===== src/hacd_pkg.sv =====
// shared types for the accelerator core
// word, address and byte select types
// Wishbone classic request and response structs
// configuration map word offsets

`default_nettype none

package hacd_pkg;

   //////////////////////////////////////////////////
   // basic word types
   //////////////////////////////////////////////////

   // byte address on every bus
   typedef logic [31:0] addr_t;

   // data word
   typedef logic [31:0] data_t;

   // one bit per byte lane
   typedef logic [3:0]  sel_t;

   // word offset inside the configuration block
   typedef logic [2:0]  cfg_addr_t;

   //////////////////////////////////////////////////
   // Wishbone classic
   //////////////////////////////////////////////////

   // driven by a master, held until ack
   typedef struct packed {
      logic  cyc;
      logic  stb;
      logic  we;
      addr_t adr;
      data_t dat;
      sel_t  sel;
   } wb_req_t;

   // returned by a slave, dat valid with ack
   typedef struct packed {
      logic  ack;
      data_t dat;
   } wb_rsp_t;

   //////////////////////////////////////////////////
   // configuration map
   //////////////////////////////////////////////////

   localparam cfg_addr_t CFG_CTRL      = 3'd0;
   localparam cfg_addr_t CFG_BASE      = 3'd1;
   localparam cfg_addr_t CFG_COUNT     = 3'd2;
   localparam cfg_addr_t CFG_STATUS    = 3'd3;
   localparam cfg_addr_t CFG_STALL_CNT = 3'd4;

endpackage

`default_nettype wire


===== src/hacd_cfg_regs.sv =====
// configuration slave on Wishbone
// BASE and COUNT registers, start pulse from CTRL
// sticky done bit, STATUS and STALL_CNT read back

`default_nettype none

module hacd_cfg_regs #(
   parameter int ENTRY_CNT_W = 8
) (
   input  logic                   clk_i,
   input  logic                   rst_n,
   input  hacd_pkg::wb_req_t      cfg_req,
   output hacd_pkg::wb_rsp_t      cfg_rsp,
   input  logic                   busy,
   input  logic                   done_pulse,
   input  hacd_pkg::data_t        stall_cnt,
   output logic                   start,
   output hacd_pkg::addr_t        base,
   output logic [ENTRY_CNT_W-1:0] count
);
   import hacd_pkg::*;

   cfg_addr_t offs;
   logic      acc;
   logic      wr;
   logic      ack_q;
   logic      done_q;
   data_t     rd_mux;
   data_t     rdata_q;

   // word offset from the byte address
   assign offs = cfg_req.adr[4:2];

   // one access per request, ack low again for a cycle after
   assign acc = cfg_req.cyc & cfg_req.stb & ~ack_q;
   assign wr  = acc & cfg_req.we;

   //////////////////////////////////////////////////
   // read decode
   //////////////////////////////////////////////////

   always_comb begin
      rd_mux = '0;
      case (offs)
         CFG_BASE:      rd_mux = base;
         CFG_COUNT:     rd_mux = data_t'(count);
         // done shows already in the cycle of the engine's pulse
         CFG_STATUS:    rd_mux = {30'd0, done_q | done_pulse, busy};
         CFG_STALL_CNT: rd_mux = stall_cnt;
         default:       rd_mux = '0;
      endcase
   end

   always_ff @(posedge clk_i) begin
      if (acc) begin
         rdata_q <= rd_mux;
      end
   end

   //////////////////////////////////////////////////
   // control registers
   //////////////////////////////////////////////////

   always_ff @(posedge clk_i or negedge rst_n) begin
      if (!rst_n) begin
         ack_q  <= 1'b0;
         start  <= 1'b0;
         done_q <= 1'b0;
         base   <= '0;
         count  <= '0;
      end else begin
         ack_q <= acc;
         // start pulse lands in the ack cycle
         start <= wr && (offs == CFG_CTRL) && cfg_req.dat[0];
         if (wr && (offs == CFG_BASE)) begin
            base <= {cfg_req.dat[31:2], 2'b00};
         end
         if (wr && (offs == CFG_COUNT)) begin
            count <= cfg_req.dat[ENTRY_CNT_W-1:0];
         end
         // a start that the engine accepts clears the old done
         if (start && !busy) begin
            done_q <= 1'b0;
         end else if (done_pulse) begin
            done_q <= 1'b1;
         end
      end
   end

   assign cfg_rsp = '{ack: ack_q, dat: rdata_q};

endmodule

`default_nettype wire


===== src/hacd_list_init.sv =====
// free list builder
// FSM that writes entry i of the table with i plus 1
// last entry gets 0 as the end of list marker
// own Wishbone master, one write per entry

`default_nettype none

module hacd_list_init #(
   parameter int ENTRY_CNT_W = 8
) (
   input  logic                   clk_i,
   input  logic                   rst_n,
   input  logic                   start,
   input  hacd_pkg::addr_t        base,
   input  logic [ENTRY_CNT_W-1:0] count,
   output hacd_pkg::wb_req_t      eng_req,
   input  hacd_pkg::wb_rsp_t      eng_rsp,
   output logic                   busy,
   output logic                   done_pulse
);
   import hacd_pkg::*;

   typedef enum logic [1:0] {
      ST_IDLE,
      ST_WRITE,
      ST_FINISH
   } state_e;

   state_e                 state;
   logic [ENTRY_CNT_W-1:0] idx;
   logic [ENTRY_CNT_W-1:0] last_q;
   addr_t                  base_q;
   logic                   last;
   logic                   launch;

   assign last   = (idx == last_q);
   // start only counts when no list is being written
   assign launch = start && (state != ST_WRITE);

   //////////////////////////////////////////////////
   // FSM
   //////////////////////////////////////////////////

   always_ff @(posedge clk_i or negedge rst_n) begin
      if (!rst_n) begin
         state <= ST_IDLE;
         idx   <= '0;
      end else begin
         case (state)
            ST_IDLE, ST_FINISH: begin
               if (launch) begin
                  idx   <= '0;
                  // empty table finishes at once
                  state <= (count == '0) ? ST_FINISH : ST_WRITE;
               end else begin
                  state <= ST_IDLE;
               end
            end
            ST_WRITE: begin
               if (eng_rsp.ack) begin
                  if (last) begin
                     state <= ST_FINISH;
                  end else begin
                     idx <= idx + 1'b1;
                  end
               end
            end
            default: state <= ST_IDLE;
         endcase
      end
   end

   // table geometry is latched so later config writes do not disturb a run
   always_ff @(posedge clk_i) begin
      if (launch) begin
         base_q <= base;
         last_q <= count - 1'b1;
      end
   end

   //////////////////////////////////////////////////
   // bus request
   //////////////////////////////////////////////////

   always_comb begin
      eng_req = '0;
      if (state == ST_WRITE) begin
         eng_req.cyc = 1'b1;
         eng_req.stb = 1'b1;
         eng_req.we  = 1'b1;
         eng_req.sel = 4'hf;
         eng_req.adr = base_q + (addr_t'(idx) << 2);
         // next link, or end of list
         eng_req.dat = last ? '0 : data_t'(idx) + 32'd1;
      end
   end

   assign busy       = (state == ST_WRITE);
   assign done_pulse = (state == ST_FINISH);

endmodule

`default_nettype wire


===== src/hacd_cpu_stall.sv =====
// CPU stall gate
// holds off new CPU cycles while the engine is busy
// counts clocks in which a CPU request waits

`default_nettype none

module hacd_cpu_stall (
   input  logic              clk_i,
   input  logic              rst_n,
   input  hacd_pkg::wb_req_t cpu_req,
   output hacd_pkg::wb_rsp_t cpu_rsp,
   output hacd_pkg::wb_req_t stall_req,
   input  hacd_pkg::wb_rsp_t stall_rsp,
   input  logic              busy,
   output hacd_pkg::data_t   stall_cnt
);

   logic req;
   logic pass;
   logic fwd_q;

   assign req  = cpu_req.cyc & cpu_req.stb;
   // a cycle already forwarded is never cut
   assign pass = req & (fwd_q | ~busy);

   always_comb begin
      stall_req     = cpu_req;
      stall_req.cyc = pass;
      stall_req.stb = pass;
      cpu_rsp       = stall_rsp;
      cpu_rsp.ack   = stall_rsp.ack & pass;
   end

   //////////////////////////////////////////////////
   // in-flight flag and stall counter
   //////////////////////////////////////////////////

   always_ff @(posedge clk_i or negedge rst_n) begin
      if (!rst_n) begin
         fwd_q     <= 1'b0;
         stall_cnt <= '0;
      end else begin
         // cleared by ack or by the CPU dropping its cycle
         fwd_q <= pass & ~stall_rsp.ack;
         if (req && !pass) begin
            stall_cnt <= stall_cnt + 32'd1;
         end
      end
   end

endmodule

`default_nettype wire


===== src/hacd_mem_arb.sv =====
// memory port arbiter
// engine or CPU owns the port for one whole cycle
// engine preferred when both wait

`default_nettype none

module hacd_mem_arb (
   input  logic              clk_i,
   input  logic              rst_n,
   input  hacd_pkg::wb_req_t eng_req,
   output hacd_pkg::wb_rsp_t eng_rsp,
   input  hacd_pkg::wb_req_t stall_req,
   output hacd_pkg::wb_rsp_t stall_rsp,
   output hacd_pkg::wb_req_t mem_req,
   input  hacd_pkg::wb_rsp_t mem_rsp
);

   typedef enum logic [1:0] {
      OWN_NONE,
      OWN_ENG,
      OWN_CPU
   } owner_e;

   owner_e owner;
   logic   eng_want;
   logic   cpu_want;

   assign eng_want = eng_req.cyc & eng_req.stb;
   assign cpu_want = stall_req.cyc & stall_req.stb;

   //////////////////////////////////////////////////
   // owner select
   //////////////////////////////////////////////////

   always_ff @(posedge clk_i or negedge rst_n) begin
      if (!rst_n) begin
         owner <= OWN_NONE;
      end else begin
         case (owner)
            OWN_NONE: begin
               if (eng_want) begin
                  owner <= OWN_ENG;
               end else if (cpu_want) begin
                  owner <= OWN_CPU;
               end
            end
            // port is released on the owner's ack
            OWN_ENG, OWN_CPU: begin
               if (mem_rsp.ack) begin
                  owner <= OWN_NONE;
               end
            end
            default: owner <= OWN_NONE;
         endcase
      end
   end

   //////////////////////////////////////////////////
   // routing
   //////////////////////////////////////////////////

   always_comb begin
      case (owner)
         OWN_ENG: mem_req = eng_req;
         OWN_CPU: mem_req = stall_req;
         default: mem_req = '0;
      endcase
   end

   // only the owner sees the ack
   assign eng_rsp   = '{ack: mem_rsp.ack & (owner == OWN_ENG), dat: mem_rsp.dat};
   assign stall_rsp = '{ack: mem_rsp.ack & (owner == OWN_CPU), dat: mem_rsp.dat};

endmodule

`default_nettype wire


===== src/hacd_core.sv =====
// accelerator core top level
// config block and free list engine
// CPU stall gate and memory arbiter

`default_nettype none

module hacd_core #(
   parameter int ENTRY_CNT_W = 8
) (
   input  logic              clk_i,
   input  logic              rst_n,
   input  hacd_pkg::wb_req_t cpu_req,
   output hacd_pkg::wb_rsp_t cpu_rsp,
   input  hacd_pkg::wb_req_t cfg_req,
   output hacd_pkg::wb_rsp_t cfg_rsp,
   output hacd_pkg::wb_req_t mem_req,
   input  hacd_pkg::wb_rsp_t mem_rsp
);
   import hacd_pkg::*;

   // engine control
   logic                   start;
   addr_t                  base;
   logic [ENTRY_CNT_W-1:0] count;
   logic                   busy;
   logic                   done_pulse;
   data_t                  stall_cnt;

   // internal buses
   wb_req_t stall_req;
   wb_rsp_t stall_rsp;
   wb_req_t eng_req;
   wb_rsp_t eng_rsp;

   //////////////////////////////////////////////////
   // configuration and engine
   //////////////////////////////////////////////////

   hacd_cfg_regs #(
      .ENTRY_CNT_W (ENTRY_CNT_W)
   ) u_cfg_regs (
      .clk_i      (clk_i),
      .rst_n      (rst_n),
      .cfg_req    (cfg_req),
      .cfg_rsp    (cfg_rsp),
      .busy       (busy),
      .done_pulse (done_pulse),
      .stall_cnt  (stall_cnt),
      .start      (start),
      .base       (base),
      .count      (count)
   );

   hacd_list_init #(
      .ENTRY_CNT_W (ENTRY_CNT_W)
   ) u_list_init (
      .clk_i      (clk_i),
      .rst_n      (rst_n),
      .start      (start),
      .base       (base),
      .count      (count),
      .eng_req    (eng_req),
      .eng_rsp    (eng_rsp),
      .busy       (busy),
      .done_pulse (done_pulse)
   );

   //////////////////////////////////////////////////
   // CPU path to memory
   //////////////////////////////////////////////////

   hacd_cpu_stall u_cpu_stall (
      .clk_i     (clk_i),
      .rst_n     (rst_n),
      .cpu_req   (cpu_req),
      .cpu_rsp   (cpu_rsp),
      .stall_req (stall_req),
      .stall_rsp (stall_rsp),
      .busy      (busy),
      .stall_cnt (stall_cnt)
   );

   hacd_mem_arb u_mem_arb (
      .clk_i     (clk_i),
      .rst_n     (rst_n),
      .eng_req   (eng_req),
      .eng_rsp   (eng_rsp),
      .stall_req (stall_req),
      .stall_rsp (stall_rsp),
      .mem_req   (mem_req),
      .mem_rsp   (mem_rsp)
   );

endmodule

`default_nettype wire


===== config.mk =====
export PLATFORM = sky130hd
export DESIGN_NAME = hacd_core
export DESIGN_NICKNAME = d
export VERILOG_FILES = /design/src/hacd_pkg.sv /design/src/hacd_cfg_regs.sv /design/src/hacd_list_init.sv /design/src/hacd_cpu_stall.sv /design/src/hacd_mem_arb.sv /design/src/hacd_core.sv
export SDC_FILE = /design/constraint.sdc
export NUM_CORES = 1
export LEC_CHECK = 0
export BUFFER_PORTS_ARGS = -buffer_cell sky130_fd_sc_hd__clkbuf_2
export CORE_MARGIN = 1
export CORE_UTILIZATION = 30
export CTS_CLUSTER_DIAMETER = 30
export CTS_CLUSTER_SIZE = 14
export DETAILED_ROUTE_END_ITERATION = 16
export SYNTH_ARGS = -nofsm -noshare
export SYNTH_HDL_FRONTEND = slang
export SYNTH_HIERARCHICAL = 1
export SYNTH_SLANG_ARGS = --single-unit

===== constraint.sdc =====
create_clock -name clk_i -period 4.9 [get_ports clk_i]
set_input_delay 0 -clock clk_i [delete_from_list [all_inputs] [get_ports clk_i]]
set_output_delay 0 -clock clk_i [all_outputs]
set_load 0.1 [all_outputs]

==> impl_metrics.csv, run 1 <==
group,metric,value,unit
sta,slew_headroom,20.8,%
sta,fin_ws,1.15,ns
worst_setup_path,regToRegStartpoint,"u_mem_arb/owner[1]",
detailed_routing,routed-via-count,7243,
final_layout,antennaDiodeCount,0,
placement,gp_routability_congestion,0.819,
global_routing,global_route.overflow_total,0,
final_layout,area_growth,13.4,%
global_routing,grt_max_degree,73,
detailed_routing,first_pass_iters,5,
synth,ys_warn_count,6,
sta,finalHoldViolations,0,
detailed_routing,first_iter_violations,382,
worst_setup_path,worstSetupStartpoint,"u_list_init/idx[0]",
placement,place_area,10500,um^2
floorplan,chipWidth,186,um
placement,post_placement_worst_setup_slack,1.57,ns
floorplan,floorplan.die.height,186,um
detailed_routing,wl,24.9,mm
cts,cts-htree-levels,4,
cts,post_cts_resized,0,
cts,cts.repair_timing.setup_buffer_count,0,
worst_setup_path,critPathArrivalTime,3.75,ns
detailed_routing,drc_viols,0,
final_layout,design_area,11500,um^2
cts,ctsRootBufferMaster,"clkbuf_16",
sta,max_freq,266,MHz
detailed_routing,vias_per_cell,4.70,
sta,finalMaxSlewViolations,0,
worst_setup_path,timing.critical_path.from_type,"flop",
worst_setup_path,critPathRequiredTime,4.90,ns
detailed_routing,wl_per_cell,16.2,um
synth,netlist_instances,987,
sta,fin_worst_skew,0.0131,ns
synth,synth.cell_area,10200,um^2
cts,clkSlewWorstSetupHoldPaths,0.06,ns
sta,worst-slew-pin-transition,1.19,ns
sta,rsz0062_at_grt,"no",
power_and_ir_drop,total_leakage_power,4.70,nW
sta,fin_worst_hold_slack,0.0000439,ns
sta,setup_viol,0,
min_path,holdCritStartpoint,"mem_rsp[24]",
sta,min_period,3.75,ns
sta,setup-tns-final,0,ns
worst_setup_path,endpoint_kind,"primary output",
floorplan,core,33400,um^2
cts,cts-hold-fix-buffers,43,
final_layout,final_layout_size_suffix_gt1_share,29.7,%
global_routing,grt_pass1_wl,37.4,mm
cts,clkSinkCount,158,
detailed_routing,ant_nets,0,
min_path,worst_hold_path_type,"in2out",
flow_run,max_cap_viol_count,0,
floorplan,top_level_ports,314,
global_routing,antenna_found_initial,0,
placement,placement.io_buffers,216,
worst_setup_path,timing.setup.critical_path_class,"reg2out",
cts,numCtsBuffers,17,
placement,hpwl,18.6,mm
worst_setup_path,worst-path-max-fanout,10,
global_routing,first_global_vias,6677,
power_and_ir_drop,cellPowerDensity,422,nW/um^2
cts,worstSkewPairLatency,0.43,ns
power_and_ir_drop,vdd_drop_max,0.228,mV
floorplan,start_util,30.4,%
global_routing,grt_usage,14.2,%
floorplan,fp-row-count,67,
sta,min_period_over_period,76.6,%
cts,clock_path_buffers,2,
synth,syn-mean-instance-area,10.3,um^2
placement,placed_cells_incl_taps,1467,
floorplan,die_area,34600,um^2
cts,cts_tree,"built",
outcome,status,"finished, final reports clean",
final_layout,fin_cells,1542,
final_layout,final_nets,1273,
worst max-delay path: stages (launching register included):
cell and delay [ns]:
dfrtp_1 0.48, ha_1 0.24, inv_1 0.06, fa_1 0.37
and2b_1 0.24, o211ai_1 0.09, a21bo_1 0.35, a21o_1 0.26
or4_1 0.40, o21ai_1 0.12, a22oi_1 0.09, nor2b_1 0.16
clkbuf_2 0.46
final timing paths:
check,to,slack (ns),cells after the start
min,cpu_rsp[24],0.00004,0
max in group asynchronous,u_cpu_stall/stall_cnt[23],3.61,3
max reg2reg,u_list_init/idx[3],2.30,6
min reg2reg,u_cpu_stall/stall_cnt[31],0.48,1
min in group asynchronous,u_cfg_regs/base[30],0.34,3
max,mem_req[54],1.15,12
registers in the layout, indices dropped and copies added, names as in the netlist:
name	cells
u_cfg_regs/rdata_q	32
u_cpu_stall/stall_cnt	32
u_list_init/base_q	32
u_cfg_regs/base	30
u_cfg_regs/count	8
u_list_init/idx	8
u_list_init/last_q	8
u_list_init/state	2
u_mem_arb/owner	2
u_cfg_regs/ack_q	1
u_cfg_regs/done_q	1
u_cfg_regs/start	1
u_cpu_stall/fwd_q	1
report_power, final:
group / internal, mW / switching (mW)
sequential: 1.50 / 0.113
clock: 0.849 / 0.533
combinational: 0.551 / 1.32
total: 2.90 / 1.97
per-layer routing:
layer | vias to the layer above | share of wire [%] | track usage (%)
li1 | 3500 | - | -
met4 | 0 | 0.79 | 3.05
met1 | 3482 | 47 | 19.2
met5 | - | 0 | 0
met3 | 15 | 5.1 | 2.94
met2 | 246 | 47 | 23.4
stage by stage:
stage | util [%] | total power, mW
floorplan | - | 3.37
global placement | 31.3 | 3.46
detailed placement | 31.3 | 3.49
CTS | 34.5 | 4.91
global route | 34.5 | 5.10
finish | 34.5 | 4.87
cell usage in the layout (no fill, tap or decap), types with 4 or more instances in the layout:
cell             n
or3_1            5
xnor2_1         44
o31ai_1          6
nand3_1         22
nand2_1         53
buf_4           10
o21ai_0         17
clkinv_4         4
and2_1           8
nor3_1          10
a22oi_1         79
conb_1          25
nand2b_1         6
o311ai_0         6
xor2_1          25
ha_1            11
nor4_1           5
dlygate4sd3_1   43
clkbuf_16       18
nor2b_1         78
a22o_1          24
clkbuf_2       215
nor2_1          46
inv_1           24
mux2_4           8
edfxtp_1        72
nor3_2          10
dfrtp_1         86
a21oi_1         19
nand4_1          9
mux2_2          28
and4_1           8
cell type report:
type	count	area [um^2]
fillers	3363	21900
well taps	448	561
inverters	24	90.1
flip-flops and latches	158	4310
repair buffers	268	1580
clock inverters	12	158
clock buffers	20	468
multi-input cells	612	4360
No activity file was read; power rests on OpenSTA's default activity.
==> inputs of run 2 (changes only) <==
==> constraint.sdc (replaced) <==
create_clock -name clk_i -period 3.5 [get_ports clk_i]
set_input_delay 0 -clock clk_i [delete_from_list [all_inputs] [get_ports clk_i]]
set_output_delay 0 -clock clk_i [all_outputs]
set_load 0.1 [all_outputs]
==> run 2 against run 1 <==
Power is 40% higher. Count of clock-buffer cells in the layout is 2 lower. Die area stayed put. Utilization is 0.81 points higher. Non-clock buffer count is 3 higher. Largest power group unchanged. Final cell count is 0.19% higher. Setup slack worse by 0.96 ns. Sequential share of layout area is 0.85 points lower. Combinational power is 47% higher. Register-to-register slack worse by 0.92 ns. Final area is 2.4% higher.
==> impl_metrics.csv, run 2 (synthesis results as in run 1) <==
group,metric,value,unit
detailed_routing,drc_viols,0,
floorplan,top_level_ports,314,
worst_setup_path,critPathMaxStageDelay,0.41,ns
global_routing,first_global_vias,6721,
min_path,worst_hold_path_stage_count,0,
worst_setup_path,timing.critical_path.cells,"ha_1, inv_1, fa_1, and2b_1, o211ai_1, a21bo_4, a21o_1, or4_1, o21ai_1, a22oi_1, nor2b_2, buf_12",
placement,placement.io_buffers,216,
power_and_ir_drop,comb_power_share,40.3,%
cts,worstSkewPairLatency,0.43,ns
sta,fin_worst_skew,0.0141,ns
final_layout,fin_cells,1545,
worst_setup_path,worst-r2r-setup-slack,1.38,ns
placement,placed_cells_incl_taps,1470,
worst_setup_path,worstReg2RegEnd,"u_cpu_stall/stall_cnt[21]",
floorplan,start_util,30.4,%
worst_setup_path,regToRegStartpoint,"u_list_init/state[1]",
final_layout,largestRegisters,"u_cfg_regs/rdata_q: 32 flops, u_cpu_stall/stall_cnt: 32 flops, u_list_init/base_q: 32 flops",
sta,min_period,3.31,ns
min_path,worst_hold_path_type,"in2out",
sta,worst-slew-pin-transition,0.992,ns
sta,slew_headroom,33.9,%
sta,setup-tns-final,0,ns
worst_setup_path,endpoint_kind,"primary output",
final_layout,final_nets,1276,
final_layout,antennaDiodeCount,0,
power_and_ir_drop,power.sequential.fraction,33.1,%
worst_setup_path,cp_max_delay_cell,"or4_1",
floorplan,core,33400,um^2
floorplan,fp-row-count,67,
final_layout,mostFrequentLayoutCells,"clkbuf_2, dfrtp_1, a22oi_1",
global_routing,grt_max_degree,75,
worst_setup_path,worst-path-buf-inv,2,
worst_setup_path,critPathArrivalTime,3.31,ns
sta,finalHoldViolations,0,
detailed_routing,first_iter_violations,360,
power_and_ir_drop,cellPowerDensity,578,nW/um^2
power_and_ir_drop,p_int,4.00,mW
power_and_ir_drop,share_clk_of_total_power,26.6,%
placement,gp_routability_congestion,0.817,
global_routing,grt_usage,14.2,%
floorplan,die_area,34600,um^2
cts,numCtsBuffers,17,
final_layout,area_growth,16.1,%
sta,setup_viol,0,
flow_run,max_cap_viol_count,0,
detailed_routing,ant_nets,0,
cts,clock_path_buffers,2,
detailed_routing,wl,24.7,mm
floorplan,chipWidth,186,um
sta,fin_worst_hold_slack,0.0000279,ns
global_routing,grt_pass1_wl,37.5,mm
worst_setup_path,r2r.worst_path.cells,6,
power_and_ir_drop,p_sw,2.83,mW
global_routing,antenna_found_initial,0,
power_and_ir_drop,switching_share,41.4,%
detailed_routing,vias_per_cell,4.72,
cts,clkSinkCount,158,
placement,hpwl,18.5,mm
min_path,worst_hold_path.endpoint,"cpu_rsp[24]",
floorplan,floorplan.die.height,186,um
worst_setup_path,timing.critical_path.from_type,"flop",
global_routing,global_route.overflow_total,0,
sta,finalMaxSlewViolations,0,
power_and_ir_drop,post_layout_total_power,6.83,mW
sta,max_freq,302,MHz
power_and_ir_drop,total_leakage_power,4.79,nW
cts,cts_tree,"built",
sta,min_period_over_period,94.6,%
worst_setup_path,critPathRequiredTime,3.50,ns
cts,ctsRootBufferMaster,"clkbuf_16",
worst_setup_path,worst-path-max-fanout,10,
detailed_routing,routed-via-count,7295,
worst_setup_path,timing.setup.critical_path_class,"reg2out",
worst_setup_path,worst_path_dominant_cell_family,"simple AND/OR/NAND/NOR gates",
final_layout,final_layout_size_suffix_gt1_share,31.2,%
power_and_ir_drop,vdd_drop_max,0.406,mV
cts,cts-htree-levels,4,
min_path,holdCritStartpoint,"mem_rsp[24]",
outcome,status,"finished, final reports clean",
final_layout,final_common_cell,"clkbuf_2",
cts,clkSlewWorstSetupHoldPaths,0.07,ns
detailed_routing,first_pass_iters,7,
sta,rsz0062_at_grt,"no",
detailed_routing,wl_per_cell,16.0,um
==> run 2: how the worst max path moves through the flow <==
| stage | start | to | slack (ns) | depth (start not counted) |
|---|---|---|---|---|
| after floorplan | u_list_init/idx[0] | mem_req[52] | 0.005 | 12 |
| after global placement | u_list_init/idx[0] | mem_req[54] | 0.43 | 12 |
| after detailed placement | u_list_init/idx[0] | mem_req[54] | 0.38 | 12 |
| after CTS | u_list_init/idx[0] | mem_req[54] | 0.02 | 12 |
| after global routing | u_list_init/idx[0] | mem_req[58] | 0.004 | 12 |
| final | u_list_init/idx[0] | mem_req[54] | 0.19 | 12 |
==> run 2: layer usage <==
metal	routed length (um)	vias up	GRT usage [%]
met4	245	0	3.70
met2	11500	255	22.8
li1	-	3501	-
met5	0	-	0
met3	1270	25	2.78
met1	11700	3514	19.5
==> run 2: power groups by stage <==
stage               sequential [mW]  clock [mW]  combinational [mW]
global route                   2.28        1.93                2.94
finish                         2.26        1.81                2.75
global placement               2.30           0                2.66
floorplan                      2.34           0                2.39
detailed placement             2.30           0                2.71
CTS                            2.27        1.86                2.75
==> run 2: metrics by stage <==
step | area (um^2) | utilization [%] | setup slack (ns)
floorplan | 10300 | - | 0.00485
global placement | 10800 | 32.2 | 0.434
detailed placement | 10800 | 32.2 | 0.382
CTS | 11700 | 35.1 | 0.0231
global route | 11800 | 35.3 | 0.00398
finish | 11800 | 35.3 | 0.187
==> run 2: what timing repair did <==
| action | 4_1_cts | 5_1_grt |
|---|---|---|
| hold buffers | 39 | 0 |
| setup endpoints to repair | 11 | 22 |
| gates cloned | 0 | 0 |
| pin swaps | 0 | 2 |
| endpoints found under the hold margin | 116 | 0 |
| buffers inserted | 0 | 4 |
| gates resized for setup | 6 | 14 |
==> run 2: area by class of cell <==
type / instances / area, um^2
fillers: 3314 / 21600
multi-input cells: 612 / 4390
flip-flops and latches: 158 / 4320
repair buffers: 271 / 1880
well taps: 448 / 561
clock buffers: 18 / 429
clock inverters: 14 / 148
inverters: 24 / 90.1
